--- src/pat_isa_pkg.sv ---
package pat_isa_pkg;

	// ==================================================
	// instruction word layout
	// ==================================================
	localparam int I_WIDTH = 23;	// full instruction word

	// lsb position of each field
	localparam int RN = 20;	// source and destination register
	localparam int OPCODE_I8 = 8;	// first level opcode
	localparam int IMM8 = 0;
	localparam int OPCODE_I3 = 4;	// second level, only when OPCODE_I8 is the prefix
	localparam int IMM3 = 0;	// also register select and input select
	localparam int OPCODE_I0 = 0;	// third level, only when OPCODE_I3 is the prefix

	localparam int RN_WIDTH = 3;
	localparam int OPCODE_WIDTH = 4;
	localparam int IMM8_WIDTH = 8;
	localparam int IMM3_WIDTH = 3;
	// bits 19..12 are reserved and must be zero

	localparam logic [OPCODE_WIDTH-1:0] PREFIX = 4'b1111;	// escape to next level

	// ==================================================
	// opcodes, odd codes in the alu groups take a register operand
	// ==================================================
	typedef enum logic [3:0] {
		I8_ORI = 4'd0, I8_ORR = 4'd1, I8_ANDI = 4'd2, I8_ANDR = 4'd3,
		I8_ADDI = 4'd4, I8_ADDR = 4'd5, I8_SUBI = 4'd6, I8_SUBR = 4'd7,
		I8_LDI = 4'd8, I8_BF = 4'd13
	} opcode_i8_e;

	typedef enum logic [3:0] {
		I3_SHLZI = 4'd0, I3_SHLZR = 4'd1, I3_SHLOI = 4'd2, I3_SHLOR = 4'd3,
		I3_SHRZI = 4'd4, I3_SHRZR = 4'd5, I3_ASRI = 4'd6, I3_ASRR = 4'd7,
		I3_IN = 4'd8, I3_OUT = 4'd11
	} opcode_i3_e;

	typedef enum logic [3:0] {
		I0_NOT = 4'd0,
		I0_NOP = 4'd15
	} opcode_i0_e;

	// execute stage operation
	typedef enum logic [3:0] {
		ALU_OR, ALU_AND, ALU_ADD, ALU_SUB,
		ALU_SHLZ, ALU_SHLO, ALU_SHRZ, ALU_ASR,
		ALU_PASS_B,	// ldi and in
		ALU_NOT
	} alu_op_e;

	// source of operand b
	typedef enum logic [1:0] {
		SEL_IMM, SEL_REG, SEL_INPUT
	} operand_sel_e;

	localparam logic [I_WIDTH-1:0] INSTR_NOP =
		{{(I_WIDTH-12){1'b0}}, PREFIX, PREFIX, 4'(I0_NOP)};	// 23'h000fff

endpackage

--- src/pat_cfg_pkg.sv ---
package pat_cfg_pkg;

	// ==================================================
	// machine sizes
	// ==================================================
	localparam int D_WIDTH = 8;	// data path width
	localparam int I_ADR_WIDTH = 10;	// fetch address width, 1k instructions
	localparam int REG_COUNT = 8;	// fixed by the 3 bit rn field

	// ==================================================
	// branch handling
	// ==================================================
	// when a branch is in execute three younger instructions are in flight:
	// one in the decode register, one on i_instruction and one whose
	// address is on o_pc. all of them get squashed
	localparam int BRANCH_BUBBLES = 3;

endpackage

--- src/pat_control.sv ---
`timescale 1ns/1ps

module pat_control #(
	parameter int D_WIDTH = 8,
	parameter int BRANCH_BUBBLES = 3
) (
	input  logic clk,
	input  logic reset,
	input  logic [pat_isa_pkg::I_WIDTH-1:0] i_instruction,
	output logic [pat_isa_pkg::RN_WIDTH-1:0] o_rn,	// decode stage reads
	output logic [pat_isa_pkg::RN_WIDTH-1:0] o_rsel,
	output pat_isa_pkg::operand_sel_e o_operand_sel,
	output logic [D_WIDTH-1:0] o_imm,
	output pat_isa_pkg::alu_op_e o_ex_op,	// execute stage controls
	output logic o_ex_write,
	output logic [pat_isa_pkg::RN_WIDTH-1:0] o_ex_rd,
	output logic o_ex_out,
	output logic o_jump,
	output logic [pat_isa_pkg::IMM8_WIDTH-1:0] o_jump_offset
);

	localparam int SQ_W = (BRANCH_BUBBLES > 1) ? $clog2(BRANCH_BUBBLES + 1) : 1;

	logic [pat_isa_pkg::I_WIDTH-1:0] instr_q;	// decode register
	logic [pat_isa_pkg::OPCODE_WIDTH-1:0] op8;
	logic [pat_isa_pkg::OPCODE_WIDTH-1:0] op3;
	logic [pat_isa_pkg::OPCODE_WIDTH-1:0] op0;
	logic is_i8;
	logic is_i3;
	pat_isa_pkg::alu_op_e dec_op;
	pat_isa_pkg::operand_sel_e dec_sel;
	logic dec_write;
	logic dec_out;
	logic dec_branch;
	logic [SQ_W-1:0] squash_cnt;	// instructions still to kill after a branch
	logic squash;

	// ==================================================
	// decode stage
	// ==================================================
	always_ff @(posedge clk)
	begin
		if (reset)
			instr_q <= pat_isa_pkg::INSTR_NOP;
		else
			instr_q <= i_instruction;
	end

	assign op8 = instr_q[pat_isa_pkg::OPCODE_I8 +: pat_isa_pkg::OPCODE_WIDTH];
	assign op3 = instr_q[pat_isa_pkg::OPCODE_I3 +: pat_isa_pkg::OPCODE_WIDTH];
	assign op0 = instr_q[pat_isa_pkg::OPCODE_I0 +: pat_isa_pkg::OPCODE_WIDTH];

	assign is_i8 = (op8 != pat_isa_pkg::PREFIX);
	assign is_i3 = !is_i8 && (op3 != pat_isa_pkg::PREFIX);	// otherwise i0 level

	always_comb
	begin
		dec_op = pat_isa_pkg::ALU_PASS_B;
		dec_sel = pat_isa_pkg::SEL_IMM;
		dec_write = 1'b0;
		dec_out = 1'b0;
		dec_branch = 1'b0;
		if (is_i8)
		begin
			dec_sel = op8[0] ? pat_isa_pkg::SEL_REG : pat_isa_pkg::SEL_IMM;	// odd = R form
			dec_write = 1'b1;
			case (pat_isa_pkg::opcode_i8_e'(op8))
				pat_isa_pkg::I8_ORI, pat_isa_pkg::I8_ORR:   dec_op = pat_isa_pkg::ALU_OR;
				pat_isa_pkg::I8_ANDI, pat_isa_pkg::I8_ANDR: dec_op = pat_isa_pkg::ALU_AND;
				pat_isa_pkg::I8_ADDI, pat_isa_pkg::I8_ADDR: dec_op = pat_isa_pkg::ALU_ADD;
				pat_isa_pkg::I8_SUBI, pat_isa_pkg::I8_SUBR: dec_op = pat_isa_pkg::ALU_SUB;
				pat_isa_pkg::I8_LDI: dec_op = pat_isa_pkg::ALU_PASS_B;
				pat_isa_pkg::I8_BF:
				begin
					dec_write = 1'b0;
					dec_branch = 1'b1;	// always taken, no flags
				end
				default: dec_write = 1'b0;	// unknown runs as nop
			endcase
		end
		else if (is_i3)
		begin
			dec_sel = op3[0] ? pat_isa_pkg::SEL_REG : pat_isa_pkg::SEL_IMM;
			dec_write = 1'b1;
			case (pat_isa_pkg::opcode_i3_e'(op3))
				pat_isa_pkg::I3_SHLZI, pat_isa_pkg::I3_SHLZR: dec_op = pat_isa_pkg::ALU_SHLZ;
				pat_isa_pkg::I3_SHLOI, pat_isa_pkg::I3_SHLOR: dec_op = pat_isa_pkg::ALU_SHLO;
				pat_isa_pkg::I3_SHRZI, pat_isa_pkg::I3_SHRZR: dec_op = pat_isa_pkg::ALU_SHRZ;
				pat_isa_pkg::I3_ASRI, pat_isa_pkg::I3_ASRR:   dec_op = pat_isa_pkg::ALU_ASR;
				pat_isa_pkg::I3_IN:
				begin
					dec_op = pat_isa_pkg::ALU_PASS_B;
					dec_sel = pat_isa_pkg::SEL_INPUT;	// one-hot port code in imm3
				end
				pat_isa_pkg::I3_OUT:
				begin
					dec_write = 1'b0;
					dec_out = 1'b1;	// rn goes out on operand a
				end
				default: dec_write = 1'b0;
			endcase
		end
		else if (pat_isa_pkg::opcode_i0_e'(op0) == pat_isa_pkg::I0_NOT)
		begin
			dec_op = pat_isa_pkg::ALU_NOT;
			dec_write = 1'b1;
		end
		// I0_NOP and unknown i0 codes leave everything off
	end

	assign o_rn = instr_q[pat_isa_pkg::RN +: pat_isa_pkg::RN_WIDTH];
	assign o_rsel = instr_q[pat_isa_pkg::IMM3 +: pat_isa_pkg::IMM3_WIDTH];
	assign o_operand_sel = dec_sel;
	assign o_imm = is_i8 ? D_WIDTH'(instr_q[pat_isa_pkg::IMM8 +: pat_isa_pkg::IMM8_WIDTH]) :
		D_WIDTH'(instr_q[pat_isa_pkg::IMM3 +: pat_isa_pkg::IMM3_WIDTH]);

	// ==================================================
	// execute stage registers
	// ==================================================
	// branch in execute kills the decode stage now and the next ones after it
	assign squash = o_jump || (squash_cnt != '0);

	always_ff @(posedge clk)
	begin
		if (reset)
		begin
			squash_cnt <= '0;
			o_ex_op <= pat_isa_pkg::ALU_PASS_B;
			o_ex_write <= 1'b0;
			o_ex_out <= 1'b0;
			o_jump <= 1'b0;
		end
		else
		begin
			if (o_jump)
				squash_cnt <= SQ_W'(BRANCH_BUBBLES - 1);	// this edge counts as the first
			else if (squash_cnt != '0)
				squash_cnt <= squash_cnt - 1'b1;
			o_ex_op <= dec_op;
			o_ex_write <= dec_write && !squash;
			o_ex_out <= dec_out && !squash;
			o_jump <= dec_branch && !squash;	// single cycle pulse per branch
		end
	end

	always_ff @(posedge clk)
	begin
		o_ex_rd <= o_rn;
		o_jump_offset <= instr_q[pat_isa_pkg::IMM8 +: pat_isa_pkg::IMM8_WIDTH];
	end

	// a branch never writes a register, squash or not
	a_jump_no_write: assert property (@(posedge clk) disable iff (reset)
		!(o_jump && o_ex_write));

endmodule

--- src/program_counter.sv ---
`timescale 1ns/1ps

module program_counter #(
	parameter int I_ADR_WIDTH = 10
) (
	input  logic clk,
	input  logic reset,
	input  logic i_jump,	// branch in execute
	input  logic [pat_isa_pkg::IMM8_WIDTH-1:0] i_jump_offset,	// signed
	output logic [I_ADR_WIDTH-1:0] o_pc
);

	localparam int OFS_W = pat_isa_pkg::IMM8_WIDTH;

	logic [I_ADR_WIDTH-1:0] fetch_adr;	// address of word on i_instruction
	logic [I_ADR_WIDTH-1:0] dec_adr;	// address of decode register
	logic [I_ADR_WIDTH-1:0] ex_adr;	// address of execute stage
	logic [I_ADR_WIDTH-1:0] offset_ext;
	logic [I_ADR_WIDTH-1:0] target;

	// ==================================================
	// branch target, relative to the branch itself
	// ==================================================
	assign offset_ext = {{(I_ADR_WIDTH-OFS_W){i_jump_offset[OFS_W-1]}}, i_jump_offset};
	assign target = ex_adr + offset_ext;	// wraps in the address space

	always_ff @(posedge clk)
	begin
		if (reset)
			o_pc <= '0;
		else if (i_jump)
			o_pc <= target;
		else
			o_pc <= o_pc + 1'b1;
	end

	// follows each instruction through fetch, decode and execute
	always_ff @(posedge clk)
	begin
		fetch_adr <= o_pc;
		dec_adr <= fetch_adr;
		ex_adr <= dec_adr;
	end

	a_pc_reset: assert property (@(posedge clk) reset |=> (o_pc == '0));

endmodule

--- src/register_file.sv ---
`timescale 1ns/1ps

module register_file #(
	parameter int D_WIDTH = 8
) (
	input  logic clk,
	input  logic reset,
	input  logic [pat_isa_pkg::RN_WIDTH-1:0] i_rn,	// operand a
	input  logic [pat_isa_pkg::RN_WIDTH-1:0] i_rsel,	// operand b reg, or input code
	input  pat_isa_pkg::operand_sel_e i_operand_sel,
	input  logic [D_WIDTH-1:0] i_imm,
	input  logic [D_WIDTH-1:0] i_in0,
	input  logic [D_WIDTH-1:0] i_in1,
	input  logic [D_WIDTH-1:0] i_in2,
	input  logic i_wr_en,	// write back from execute
	input  logic [pat_isa_pkg::RN_WIDTH-1:0] i_wr_idx,
	input  logic [D_WIDTH-1:0] i_wr_data,
	output logic [D_WIDTH-1:0] o_a,
	output logic [D_WIDTH-1:0] o_b
);

	logic [D_WIDTH-1:0] regs [pat_cfg_pkg::REG_COUNT];
	logic [D_WIDTH-1:0] rn_val;
	logic [D_WIDTH-1:0] rsel_val;
	logic [D_WIDTH-1:0] in_val;
	logic [D_WIDTH-1:0] b_val;

	// ==================================================
	// write back
	// ==================================================
	always_ff @(posedge clk)
	begin
		if (reset)
		begin
			for (int i = 0; i < pat_cfg_pkg::REG_COUNT; i++)
				regs[i] <= '0;
		end
		else if (i_wr_en)
			regs[i_wr_idx] <= i_wr_data;
	end

	// ==================================================
	// operand read with bypass from execute
	// ==================================================
	assign rn_val = (i_wr_en && (i_wr_idx == i_rn)) ? i_wr_data : regs[i_rn];
	assign rsel_val = (i_wr_en && (i_wr_idx == i_rsel)) ? i_wr_data : regs[i_rsel];

	// one-hot input port select, anything else reads in0
	always_comb
	begin
		case (i_rsel)
			3'b010:  in_val = i_in1;
			3'b100:  in_val = i_in2;
			default: in_val = i_in0;
		endcase
	end

	always_comb
	begin
		case (i_operand_sel)
			pat_isa_pkg::SEL_REG:   b_val = rsel_val;
			pat_isa_pkg::SEL_INPUT: b_val = in_val;
			default:                b_val = i_imm;	// imm8 or zero extended imm3
		endcase
	end

	// operands into execute
	always_ff @(posedge clk)
	begin
		o_a <= rn_val;
		o_b <= b_val;
	end

	a_wr_idx_known: assert property (@(posedge clk) disable iff (reset)
		i_wr_en |-> !$isunknown(i_wr_idx));

endmodule

--- src/alu.sv ---
`timescale 1ns/1ps

module alu #(
	parameter int D_WIDTH = 8
) (
	input  logic clk,
	input  logic reset,
	input  pat_isa_pkg::alu_op_e i_op,
	input  logic [D_WIDTH-1:0] i_a,	// rn
	input  logic [D_WIDTH-1:0] i_b,	// imm, register or input
	input  logic i_out_en,
	output logic [D_WIDTH-1:0] o_result,	// to write back and bypass
	output logic [D_WIDTH-1:0] o_out,
	output logic o_out_valid
);

	logic [2:0] sh;	// shift amount
	logic [D_WIDTH-1:0] ones_fill;
	logic is_sub;
	logic [D_WIDTH-1:0] b_addsub;
	logic [D_WIDTH-1:0] addsub;

	// ==================================================
	// shared adder, sub is a + ~b + 1
	// ==================================================
	assign is_sub = (i_op == pat_isa_pkg::ALU_SUB);
	assign b_addsub = is_sub ? ~i_b : i_b;
	assign addsub = i_a + b_addsub + D_WIDTH'(is_sub);	// wraps at D_WIDTH

	// only the low three bits count, register shifts included
	assign sh = i_b[2:0];
	assign ones_fill = ~({D_WIDTH{1'b1}} << sh);	// ones in the vacated low bits

	always_comb
	begin
		case (i_op)
			pat_isa_pkg::ALU_OR:   o_result = i_a | i_b;
			pat_isa_pkg::ALU_AND:  o_result = i_a & i_b;
			pat_isa_pkg::ALU_ADD,
			pat_isa_pkg::ALU_SUB:  o_result = addsub;
			pat_isa_pkg::ALU_SHLZ: o_result = i_a << sh;
			pat_isa_pkg::ALU_SHLO: o_result = (i_a << sh) | ones_fill;
			pat_isa_pkg::ALU_SHRZ: o_result = i_a >> sh;
			pat_isa_pkg::ALU_ASR:  o_result = $unsigned($signed(i_a) >>> sh);	// sign fill
			pat_isa_pkg::ALU_NOT:  o_result = ~i_a;
			default:               o_result = i_b;	// pass b, ldi and in
		endcase
	end

	// ==================================================
	// output port
	// ==================================================
	always_ff @(posedge clk)
	begin
		if (reset)
			o_out_valid <= 1'b0;
		else
			o_out_valid <= i_out_en;	// one cycle per out
	end

	always_ff @(posedge clk)
	begin
		if (i_out_en)
			o_out <= i_a;	// holds last value between strobes
	end

endmodule

--- src/pat_top.sv ---
`timescale 1ns/1ps

module pat_top #(
	parameter int D_WIDTH = pat_cfg_pkg::D_WIDTH,
	parameter int I_ADR_WIDTH = pat_cfg_pkg::I_ADR_WIDTH,
	parameter int BRANCH_BUBBLES = pat_cfg_pkg::BRANCH_BUBBLES
) (
	input  logic clk,
	input  logic reset,
	input  logic [pat_isa_pkg::I_WIDTH-1:0] i_instruction,	// one cycle after o_pc
	input  logic [D_WIDTH-1:0] i_in0,
	input  logic [D_WIDTH-1:0] i_in1,
	input  logic [D_WIDTH-1:0] i_in2,
	output logic [I_ADR_WIDTH-1:0] o_pc,
	output logic [D_WIDTH-1:0] o_out,
	output logic o_out_valid,
	output logic o_jump
);

	// decode stage
	logic [pat_isa_pkg::RN_WIDTH-1:0] rn;
	logic [pat_isa_pkg::RN_WIDTH-1:0] rsel;
	pat_isa_pkg::operand_sel_e operand_sel;
	logic [D_WIDTH-1:0] imm;

	// execute stage
	pat_isa_pkg::alu_op_e ex_op;
	logic ex_write;
	logic [pat_isa_pkg::RN_WIDTH-1:0] ex_rd;
	logic ex_out;
	logic [pat_isa_pkg::IMM8_WIDTH-1:0] jump_offset;
	logic [D_WIDTH-1:0] op_a;
	logic [D_WIDTH-1:0] op_b;
	logic [D_WIDTH-1:0] result;

	pat_control #(.D_WIDTH(D_WIDTH), .BRANCH_BUBBLES(BRANCH_BUBBLES)) i_pat_control (
		.clk(clk), .reset(reset), .i_instruction(i_instruction),
		.o_rn(rn), .o_rsel(rsel), .o_operand_sel(operand_sel), .o_imm(imm),
		.o_ex_op(ex_op), .o_ex_write(ex_write), .o_ex_rd(ex_rd), .o_ex_out(ex_out),
		.o_jump(o_jump), .o_jump_offset(jump_offset)
	);

	program_counter #(.I_ADR_WIDTH(I_ADR_WIDTH)) i_program_counter (
		.clk(clk), .reset(reset),
		.i_jump(o_jump), .i_jump_offset(jump_offset),
		.o_pc(o_pc)
	);

	register_file #(.D_WIDTH(D_WIDTH)) i_register_file (
		.clk(clk), .reset(reset),
		.i_rn(rn), .i_rsel(rsel), .i_operand_sel(operand_sel), .i_imm(imm),
		.i_in0(i_in0), .i_in1(i_in1), .i_in2(i_in2),
		.i_wr_en(ex_write), .i_wr_idx(ex_rd), .i_wr_data(result),
		.o_a(op_a), .o_b(op_b)
	);

	alu #(.D_WIDTH(D_WIDTH)) i_alu (
		.clk(clk), .reset(reset),
		.i_op(ex_op), .i_a(op_a), .i_b(op_b), .i_out_en(ex_out),
		.o_result(result), .o_out(o_out), .o_out_valid(o_out_valid)
	);

endmodule

--- config.mk ---
export PLATFORM = sky130hd
export DESIGN_NAME = pat_top
export DESIGN_NICKNAME = d
export VERILOG_FILES = /design/src/pat_isa_pkg.sv /design/src/pat_cfg_pkg.sv /design/src/pat_control.sv /design/src/program_counter.sv /design/src/register_file.sv /design/src/alu.sv /design/src/pat_top.sv
export SDC_FILE = /design/constraint.sdc
export NUM_CORES = 1
export LEC_CHECK = 0
export BUFFER_PORTS_ARGS = -buffer_cell sky130_fd_sc_hd__buf_2
export CORE_MARGIN = 5
export CORE_UTILIZATION = 45
export DETAILED_ROUTE_END_ITERATION = 16
export GPL_ROUTABILITY_DRIVEN = 0
export HOLD_SLACK_MARGIN = 0.05
export MAX_ROUTING_LAYER = met4
export PLACE_DENSITY = 0.7
export SETUP_SLACK_MARGIN = 0.05
export SYNTH_ARGS = -nofsm -noshare
export SYNTH_HDL_FRONTEND = slang
export SYNTH_SLANG_ARGS = --single-unit
export TNS_END_PERCENT = 50
--- constraint.sdc ---
create_clock -name clk -period 4.44 [get_ports clk]
set_input_delay 0.222 -clock clk [delete_from_list [all_inputs] [get_ports clk]]
set_output_delay 0.222 -clock clk [all_outputs]
set_load 0.005 [all_outputs]
### Yosys cells after proc, flatten, opt, wreduce, memory -nomap -nowiden

Memories as Yosys holds them, arrays and structs flattened. A register that Yosys moved wholly into a read port is not among the register bits.
Index checks and enable logic that the tools add are counted.
W data, S select, Z words.

* $add $sub $neg: 5
* equality and inequality tests: 34
* shift operators: 4
* multiplexer cells: 40
* bitwise operators: 6
* reduce and logical (&&, ||, !) cells: 28

Operators by type and width (count)
* $pmux W8 S8: 1
* $eq A4 B3 Y1 const B: 12
* $mux W8: 5
* $pmux W4 S4: 2
* $pmux W8 S2: 2
* $eq A4 B2 Y1 const B: 6
* $not A8 Y8: 3
* $eq A4 B4 Y1 const B: 5
* $reduce_or A2 Y1: 10
* $mux W1: 19
* $reduce_or A9 Y1: 2
* $logic_not A4 Y1: 4
* $or A8 B8 Y8: 2
* $eq A4 B1 Y1 const B: 3
* $add A10 B1 Y10 const B: 1
* $add A10 B10 Y10: 1
* $mux W10: 1
* $mux W2: 5
* $mux W3: 3
* $add A8 B1 Y8: 1
* $add A8 B8 Y8: 1
* $and A8 B8 Y8: 1
* $mux W4: 2
* $ne A4 B4 Y1 const B: 2
* 15 further kinds: 23

* register bits: 108
* RAM bits: 64
* word-level logic and storage cells: 135
* memories: 1

Memory list
* i_register_file.regs: depth 8, width 8, read ports 2, clocked after memory_dff 2, write ports 8, line register_file.sv:22 `logic [D_WIDTH-1:0] regs [pat_cfg_pkg::REG_COUNT];`

### Depth between registers and ports, before layout

Gate-level depths: netlist (run 1).

* depth in word-level cells: 7
* mapped depth: 12

### Hierarchy

A second synthesis (run 1) with hierarchy kept.

* cell total of the unflattened synthesis: 818
* area total of the unflattened synthesis: 8928.6 um^2

Modules (own cells, without submodules)
* register_file: times used 1, cells each 339, area an instance 4453.0 um^2
* alu: times used 1, cells each 246, area an instance 1886.8 um^2
* program_counter: times used 1, cells each 134, area an instance 1481.4 um^2
* pat_control: times used 1, cells each 99, area an instance 1107.3 um^2

### Worst setup path before layout (run 1)

Ideal clock, no wire load.

* kind: reg2reg
* from: register i_pat_control.o_ex_op[1]
* to: memory i_register_file.regs[0][4], data pin
* library setup time: 0.273 ns
* data arrival time: 3.054 ns
* slack: 1.112 ns
* stages on the path, launching flop included: 12
* path buffers: 1
* period minus slack after synthesis: 3.328 ns
* cell sequence: dfxtp_1 -> buf_4 -> clkinv_1 -> nor4_2 -> xor2_1 -> fa_1 -> a21o_1 -> a21oi_1 -> xnor2_1 -> nor2_1 -> o32ai_2 -> nor2_1

RTL lines
* start: declaration: line pat_control.sv:14 `output pat_isa_pkg::alu_op_e o_ex_op,`
* start signal: assignment: line pat_control.sv:128 `o_ex_op <= pat_isa_pkg::ALU_PASS_B;`
* start signal: assignment: line pat_control.sv:139 `o_ex_op <= dec_op;`
* end: declaration: line register_file.sv:22

==> results of run 1 <==
[worst max-delay path: stages (launching register included)]
cell and delay [ns]:
dfxtp_1 0.57, clkinv_1 0.39, nor4_2 0.32, buf_4 0.20, xor2_1 0.25, ha_1 0.29
a31oi_1 0.26, o22ai_1 0.12, a221oi_1 0.42, mux2i_1 0.18, nor2_2 0.40, nor2_1 0.11
[registers in the layout, indices dropped and copies added (netlist names), 8 cells and up]
signal	count
i_pat_control.o_jump_offset	8
i_program_counter.dec_adr	10
i_register_file.o_a	8
i_register_file.regs	64
i_program_counter.fetch_adr	10
i_program_counter.ex_adr	10
i_pat_control.instr_q	15
i_register_file.o_b	8
i_alu.o_out	8
i_program_counter.o_pc	10
[worst paths after layout]
check | from | end | cells after the start
worst max-delay path | i_pat_control.o_ex_op[1] | i_register_file.regs[0][7] | 11
worst min-delay path | i_in0[7] | i_register_file.o_b[7] | 4
worst max register to register | i_pat_control.o_ex_op[1] | i_register_file.regs[0][7] | 11
worst min register to register | i_program_counter.fetch_adr[1] | i_program_counter.dec_adr[1] | 0
[through the flow]
stage                     cells  setup WS (ns)  util [%]  instance area, um2  hold WS, ns
after global placement     1109          0.709      47.6                9170        0.310
final                      1156          0.644      51.3                9890        0.240
after floorplan             823           1.11         -                8720        0.310
after detailed placement   1109          0.729      47.6                9170        0.312
after CTS                  1156          0.713      51.3                9890        0.219
after global routing       1156          0.269      51.3                9890        0.222
[repair_timing]
item,in CTS,in global routing
hold buffers,15,0
endpoints found under the hold margin,15,0
setup endpoints to repair,0,0
[cell families (layout without fill, tap and decap cells)]
kind of cell | count (synthesis) | in the layout | share of synthesized area, %
XOR/XNOR | 30 | 30 | 3.01
AO/OA/AOI/OAI | 163 | 163 | 13.4
AND/OR/NAND/NOR | 304 | 304 | 16.9
multiplexers | 67 | 67 | 13.3
buffers and inverters | 71 | 139 | 3.88
adder cells (fa/ha/maj) | 24 | 24 | 3.59
flip-flops | 164 | 164 | 45.9
[placed cells by master, fill, tap and decap left out, types with 19 or more instances in the layout]
cell type  instances
nor2_1           116
dfxtp_1           92
edfxtp_1          72
nand2_1           67
buf_2             60
mux4_2            38
a21oi_1           34
o21ai_0           24
ha_1              21
inv_1             20
mux2i_1           19
[layer usage]
layer,track usage [%],up-vias
met2,34.1,212
met3,4.31,51
met5,-,-
met1,25.6,3187
met4,7.55,0
li1,-,3160
[power by group]
| group | switching (mW) | internal (mW) | total, mW |
|---|---|---|---|
| clock | 0.632 | 0.790 | 1.42 |
| sequential | 0.122 | 1.66 | 1.78 |
| combinational | 0.422 | 0.333 | 0.755 |
| total | 1.18 | 2.78 | 3.96 |
[final cells by class]
cell class | instances | area share (%)
Clock buffer | 21 | 4.87
Clock inverter | 11 | 0.886
Inverter | 22 | 0.835
Multi-Input combinational cell | 588 | 44.2
Sequential cell | 164 | 40.5
Tap cell | 265 | 3.35
Timing Repair Buffer | 85 | 5.32
[cells in the mapped netlist, types with 3 or more instances]
| master | count |
|---|---|
| xnor2_1 | 18 |
| nor3_1 | 16 |
| xor2_1 | 12 |
| ha_1 | 21 |
| mux4_2 | 38 |
| o21ai_1 | 3 |
| o21ai_0 | 24 |
| or2_2 | 14 |
| a22o_1 | 3 |
| nand2_1 | 67 |
| buf_2 | 11 |
| o31ai_1 | 5 |
| nand4_1 | 6 |
| a21o_1 | 6 |
| a21oi_1 | 34 |
| mux2_2 | 10 |
| nor4_1 | 5 |
| a22oi_1 | 5 |
| nand3b_1 | 5 |
| a211o_1 | 3 |
| a31oi_1 | 11 |
| nor2_1 | 116 |
| o22a_1 | 5 |
| buf_1 | 4 |
| inv_1 | 20 |
| dfxtp_1 | 92 |
| nor2b_1 | 14 |
| nand2b_1 | 14 |
| buf_4 | 3 |
| buf_6 | 4 |
| a221oi_1 | 4 |
| nor3b_1 | 7 |
| a211oi_1 | 14 |
| o211ai_1 | 4 |
| mux2i_1 | 19 |
| a221o_1 | 3 |
| clkbuf_1 | 25 |
| edfxtp_1 | 72 |
| o22ai_1 | 7 |
| nand3_1 | 15 |
| o221ai_1 | 5 |
| o22ai_2 | 4 |
| o21a_1 | 5 |
| nand4b_1 | 4 |
==> results.sh, run 1 <==
export IMPL_required_ns=4.60
export IMPL_multiInputGateArea_mm2=0.00437
export IMPL_finalCriticalPeriod_ns=3.80
export IMPL_crit_fanout=12
export IMPL_startpoint_type="flip-flop"
export IMPL_maxCapViolCount=0
export IMPL_hp_class="in2reg"
export IMPL_viasPerCell=5.72
export IMPL_grt_pass1_wl_um=34900
export IMPL_met3_length_um=1240
export IMPL_num_vias=6610
export IMPL_status="complete, no violations"
export IMPL_detail_route_antenna_nets=0
export IMPL_setup_violations_final=0
export IMPL_syn_avg_cell_area_um2=10.6
export IMPL_finalPower_mw=3.96
export IMPL_clock_sinks=164
export IMPL_drt_total_wl_um=21800
export IMPL_synth_seq_cells=164
export IMPL_max_freq_mhz=263
export IMPL_r2r_slack_ns=0.64
export IMPL_rsz0062_at_grt="no"
export IMPL_synth_cell_area_mm2=0.00872
export IMPL_cts_made_buffers=17
export IMPL_worstSkewPairLatency_ns=0.43
export IMPL_grt_overflow_total=0
export IMPL_path_clk_slew_ns=0.07
export IMPL_synth_async_sr_flop_share_pct=0
export IMPL_critPathKind="reg2reg"
export IMPL_pin_count=69
export IMPL_num_antenna_cells=0
export IMPL_yosysTopAreaCell="edfxtp_1"
export IMPL_die_y_um=149
export IMPL_core_rowCount=51
export IMPL_die_area_mm2=0.0223
export IMPL_port_buffers=60
export IMPL_grt_max_degree=45
export IMPL_coreArea_mm2=0.0193
export IMPL_nFillCells=1729
export IMPL_fin_crit_sh_pct=85.5
export IMPL_cts_root_buf="clkbuf_16"
export IMPL_synth_fp_nets=895
export IMPL_dp_hpwl_um=15000
export IMPL_antenna_found_initial=0
export IMPL_cts_tree="done"
export IMPL_drive_gt1_share_pct=20.3
export IMPL_synth_warnings=0
export IMPL_drt_first_pass_iters=5
export IMPL_tightest_slew_ns=0.975
export IMPL_wl_per_cell_um=18.8
export IMPL_grt_usage_pct=20.8
export IMPL_remaining_drc_errors=0
export IMPL_cts_htree_levels=4
export IMPL_drtIter0Drc=676
export IMPL_vdd_drop_max_uv=321
export IMPL_post_cts_resized=0
export IMPL_skew_ns=0.0157
export IMPL_cp_arrival_ns=3.96
export IMPL_synth_top_cell_area_share_pct=24.8
export IMPL_m1WireLength_um=8820
export IMPL_p_leak_nw=3.83
export IMPL_syn_to_final_growth_pct=13.4
export IMPL_post_cts_buffers=0
export IMPL_grt_pass1_vias=6494
export IMPL_setup_tns_final_ns=0
export IMPL_crit_path_end_kind="flip-flop"
export IMPL_ys_types=77
export IMPL_clk_path_buf_depth=2
export IMPL_regArea_mm2=0.00400
export IMPL_wl_met2_um=11000
export IMPL_relSlewSlack_pct=34.9
export IMPL_slew_viol_final=0
export IMPL_hold_viol=0
export IMPL_synthTopCellsByArea="edfxtp_1 25%, dfxtp_1 21%, mux4_2 9.8%, nor2_1 5.0%, ha_1 3.0%"
export IMPL_synth_edf_count=72
export IMPL_synth_seq_area_share_pct=45.9
export IMPL_nets=950
export IMPL_top_layer="met4"
export IMPL_syn_inst=823
export IMPL_power_density_mw_per_mm2=401
export IMPL_start_util_pct=45.2
export IMPL_synthFlopType="dfxtp_1"
export IMPL_die_w_um=149
No activity file was read; power rests on OpenSTA's default activity.
==> run 2, diff against run 1 <==
--- a/config.mk
+++ b/config.mk
@@ -5,6 +5,7 @@
 export SDC_FILE = /design/constraint.sdc
 export NUM_CORES = 1
 export LEC_CHECK = 0
+export ABC_AREA = 1
 export BUFFER_PORTS_ARGS = -buffer_cell sky130_fd_sc_hd__buf_2
 export CORE_MARGIN = 5
 export CORE_UTILIZATION = 45
==> results.sh, run 2 <==
export IMPL_status="complete, no violations"
export IMPL_ys_types=52
export IMPL_placed_cells=1398
export IMPL_regArea_mm2=0.00400
export IMPL_synth_warnings=0
export IMPL_synth_mux_area_fraction_pct=0
export IMPL_grt_pass1_wl_um=37900
export IMPL_setup_violations_final=0
export IMPL_globalRouteMet3Util_pct=3.83
export IMPL_slowest_stage="dfxtp_1"
export IMPL_finish_instance_area_mm2=0.00994
export IMPL_required_ns=4.75
export IMPL_syn_to_final_growth_pct=14.5
export IMPL_setup_tns_final_ns=0
export IMPL_largest_reg_flops=64
export IMPL_drive_gt1_share_pct=13.8
export IMPL_grt_busiest_layer="met2"
export IMPL_synth_top_family_by_area="simple AND/OR/NAND/NOR gates"
export IMPL_crit_chain="inv_1 > xor2_1 > ha_1 > or2_2 > a21oi_1 > nand3_1 > nor2_1 > nand3_1 > nand2_2 > nand2_1 > nand2_1 > a21oi_1"
export IMPL_antenna_found_initial=0
export IMPL_max_stage_delay_ns=0.70
export IMPL_synth_seq_cells=164
export IMPL_die_area_mm2=0.0222
export IMPL_rsz0062_at_grt="no"
export IMPL_synth_most_common_cell="nand2_1"
export IMPL_synth_fp_nets=1183
export IMPL_post_cts_resized=0
export IMPL_dp_hpwl_um=16600
export IMPL_cts_root_buf="clkbuf_16"
export IMPL_synth_xor_area_share_pct=1.60
export IMPL_power_density_mw_per_mm2=405
export IMPL_nets=1244
export IMPL_die_y_um=149
export IMPL_ys_top_cells_by_count="222 x nand2_1, 136 x nor2_1, 108 x o21ai_0"
export IMPL_reg_largest_list="i_register_file.regs x64, i_pat_control.instr_q x15"
export IMPL_cts_made_buffers=17
export IMPL_cts_htree_levels=4
export IMPL_clock_sinks=164
export IMPL_yosysTopAreaCell="edfxtp_1"
export IMPL_grt_overflow_total=0
export IMPL_synthAdderAreaFrac_pct=3.49
export IMPL_viasPerCell=5.42
export IMPL_fin_crit_sh_pct=71.1
export IMPL_multiInputGateArea_mm2=0.00407
export IMPL_port_buffers=60
export IMPL_grt_use_met2_pct=35.0
export IMPL_crit_path_end_kind="flip-flop"
export IMPL_vdd_drop_max_uv=293
export IMPL_synthTopCellsByArea="edfxtp_1 25%, dfxtp_1 21%, nand2_1 9.6%, o21ai_0 6.2%, nor2_1 5.9%"
export IMPL_final_cell_mix="222 x nand2_1, 136 x nor2_1, 108 x o21ai_0"
export IMPL_synth_seq_area_share_pct=46.1
export IMPL_start_util_pct=46.1
export IMPL_core_rowCount=50
export IMPL_final_cells=1445
export IMPL_clk_path_buf_depth=2
export IMPL_drtIter0Drc=776
export IMPL_num_vias=7834
export IMPL_detail_route_antenna_nets=0
export IMPL_max_freq_mhz=317
export IMPL_r2r_slack_ns=1.28
export IMPL_syn_inst=1111
export IMPL_synth_top_cell_area_share_pct=24.9
export IMPL_largest_register="i_register_file.regs"
export IMPL_drt_first_pass_iters=5
export IMPL_worst_slack_ns=1.28
export IMPL_nFillCells=1723
export IMPL_critPathKind="reg2reg"
export IMPL_synth_edf_count=72
export IMPL_place_ws_ns=1.39
export IMPL_placed_cell_area_mm2=0.00918
export IMPL_pin_count=69
export IMPL_hp_class="in2reg"
export IMPL_startpoint_type="flip-flop"
export IMPL_met1_usage_pct=29.3
export IMPL_synthFlopType="dfxtp_1"
export IMPL_whs_ns=0.185
export IMPL_num_antenna_cells=0
export IMPL_p_leak_nw=4.35
export IMPL_coreArea_mm2=0.0188
export IMPL_grt_pass1_vias=7251
export IMPL_relSlewSlack_pct=35.5
export IMPL_synth_cell_area_mm2=0.00868
export IMPL_skew_ns=0.0159
export IMPL_finalCriticalPeriod_ns=3.16
export IMPL_grt_max_degree=54
export IMPL_final_common_cell="nand2_1"
export IMPL_crit_fanout=15
export IMPL_remaining_drc_errors=0
export IMPL_synth_compound_area_share_pct=16.7
export IMPL_maxCapViolCount=0
export IMPL_worstSkewPairLatency_ns=0.44
export IMPL_cts_tree="done"
export IMPL_synth_async_sr_flop_share_pct=0
export IMPL_drt_total_wl_um=23900
export IMPL_grt_usage_pct=22.5
export IMPL_path_clk_slew_ns=0.07
export IMPL_yosys_area_share_simple_pct=25.1
export IMPL_hold_viol=0
export IMPL_die_w_um=149
export IMPL_tightest_slew_ns=0.967
export IMPL_syn_avg_cell_area_um2=7.82
export IMPL_wl_per_cell_um=16.5
export IMPL_slew_viol_final=0
export IMPL_cp_arrival_ns=3.47
==> run 2: cell types whose count changed in the layout (fill, tap and decap cells not counted), sizes merged, moves of 19 or more <==
cell / before / now
nand2: 67 / 240
inv: 26 / 121
o21ai: 29 / 119
a21oi: 34 / 102
nand3: 15 / 68
mux4: 38 / 0
nor2: 117 / 143
mux2i: 19 / 0
==> run 2: layout make-up <==
| class | count | area share [%] |
|---|---|---|
| Sequential cell | 164 | 40.3 |
| Tap cell | 260 | 3.27 |
| Clock buffer | 18 | 4.32 |
| Clock inverter | 14 | 1.83 |
| Inverter | 114 | 4.31 |
| Multi-Input combinational cell | 793 | 40.9 |
| Timing Repair Buffer | 82 | 5.06 |
==> run 2: through the flow <==
stage | utilization (%) | power, mW
finish | 52.8 | 4.03
global route | 52.8 | 4.21
CTS | 52.8 | 4.02
detailed placement | 48.7 | 2.51
global placement | 48.7 | 2.50
floorplan | - | 2.29
==> run 2: timing repair <==
| action | in CTS | in global routing |
|---|---|---|
| hold buffers | 15 | 0 |
| endpoints found under the setup margin | 0 | 0 |
| endpoints found under the hold margin | 15 | 0 |
| buffers inserted | 0 | 0 |
==> run 2: final timing paths <==
check,startpoint,endpoint,cells after the start
setup / recovery,i_register_file.o_b[2],i_register_file.o_b[2],12
hold / removal,reset,i_pat_control.instr_q[20],2
setup reg to reg,i_register_file.o_b[2],i_register_file.o_b[2],12
hold reg to reg,i_program_counter.fetch_adr[7],i_program_counter.dec_adr[7],0
==> run 2: critical path: cells and delay by family, from the launching register on <==
family | cells | cell delay, ns
simple gates | 7 | 1.04
compound gates | 2 | 0.30
fa+ha+maj | 1 | 0.36
buf+inv | 1 | 0.38
xor+xnor | 1 | 0.25
flops | 1 | 0.70
==> run 2: cells by family (layout without fill, tap and decap cells) <==
logic type | count (synthesis) | count (layout)
adders and majority gates | 23 | 23
AOI/OAI and AO/OA | 262 | 262
xor gates and xnor gates | 15 | 15
DFF | 164 | 164
buffers and inverters | 154 | 228
and+or+nand+nor | 493 | 493
==> run 2: per-layer routing <==
layer | share of wire (%) | wire length, um | vias to the layer above
li1 | - | - | 3844
met1 | 43 | 10200 | 3562
met2 | 46 | 11100 | 373
met3 | 8.4 | 2000 | 55
met4 | 2.7 | 648 | 0
met5 | 0 | 0 | -
==> run 2: power by group <==
part	leakage [nW]	internal (mW)	switching (mW)
clock network	0.300	0.816	0.699
registers	1.49	1.66	0.0930
logic	2.56	0.248	0.508
total	4.35	2.73	1.30
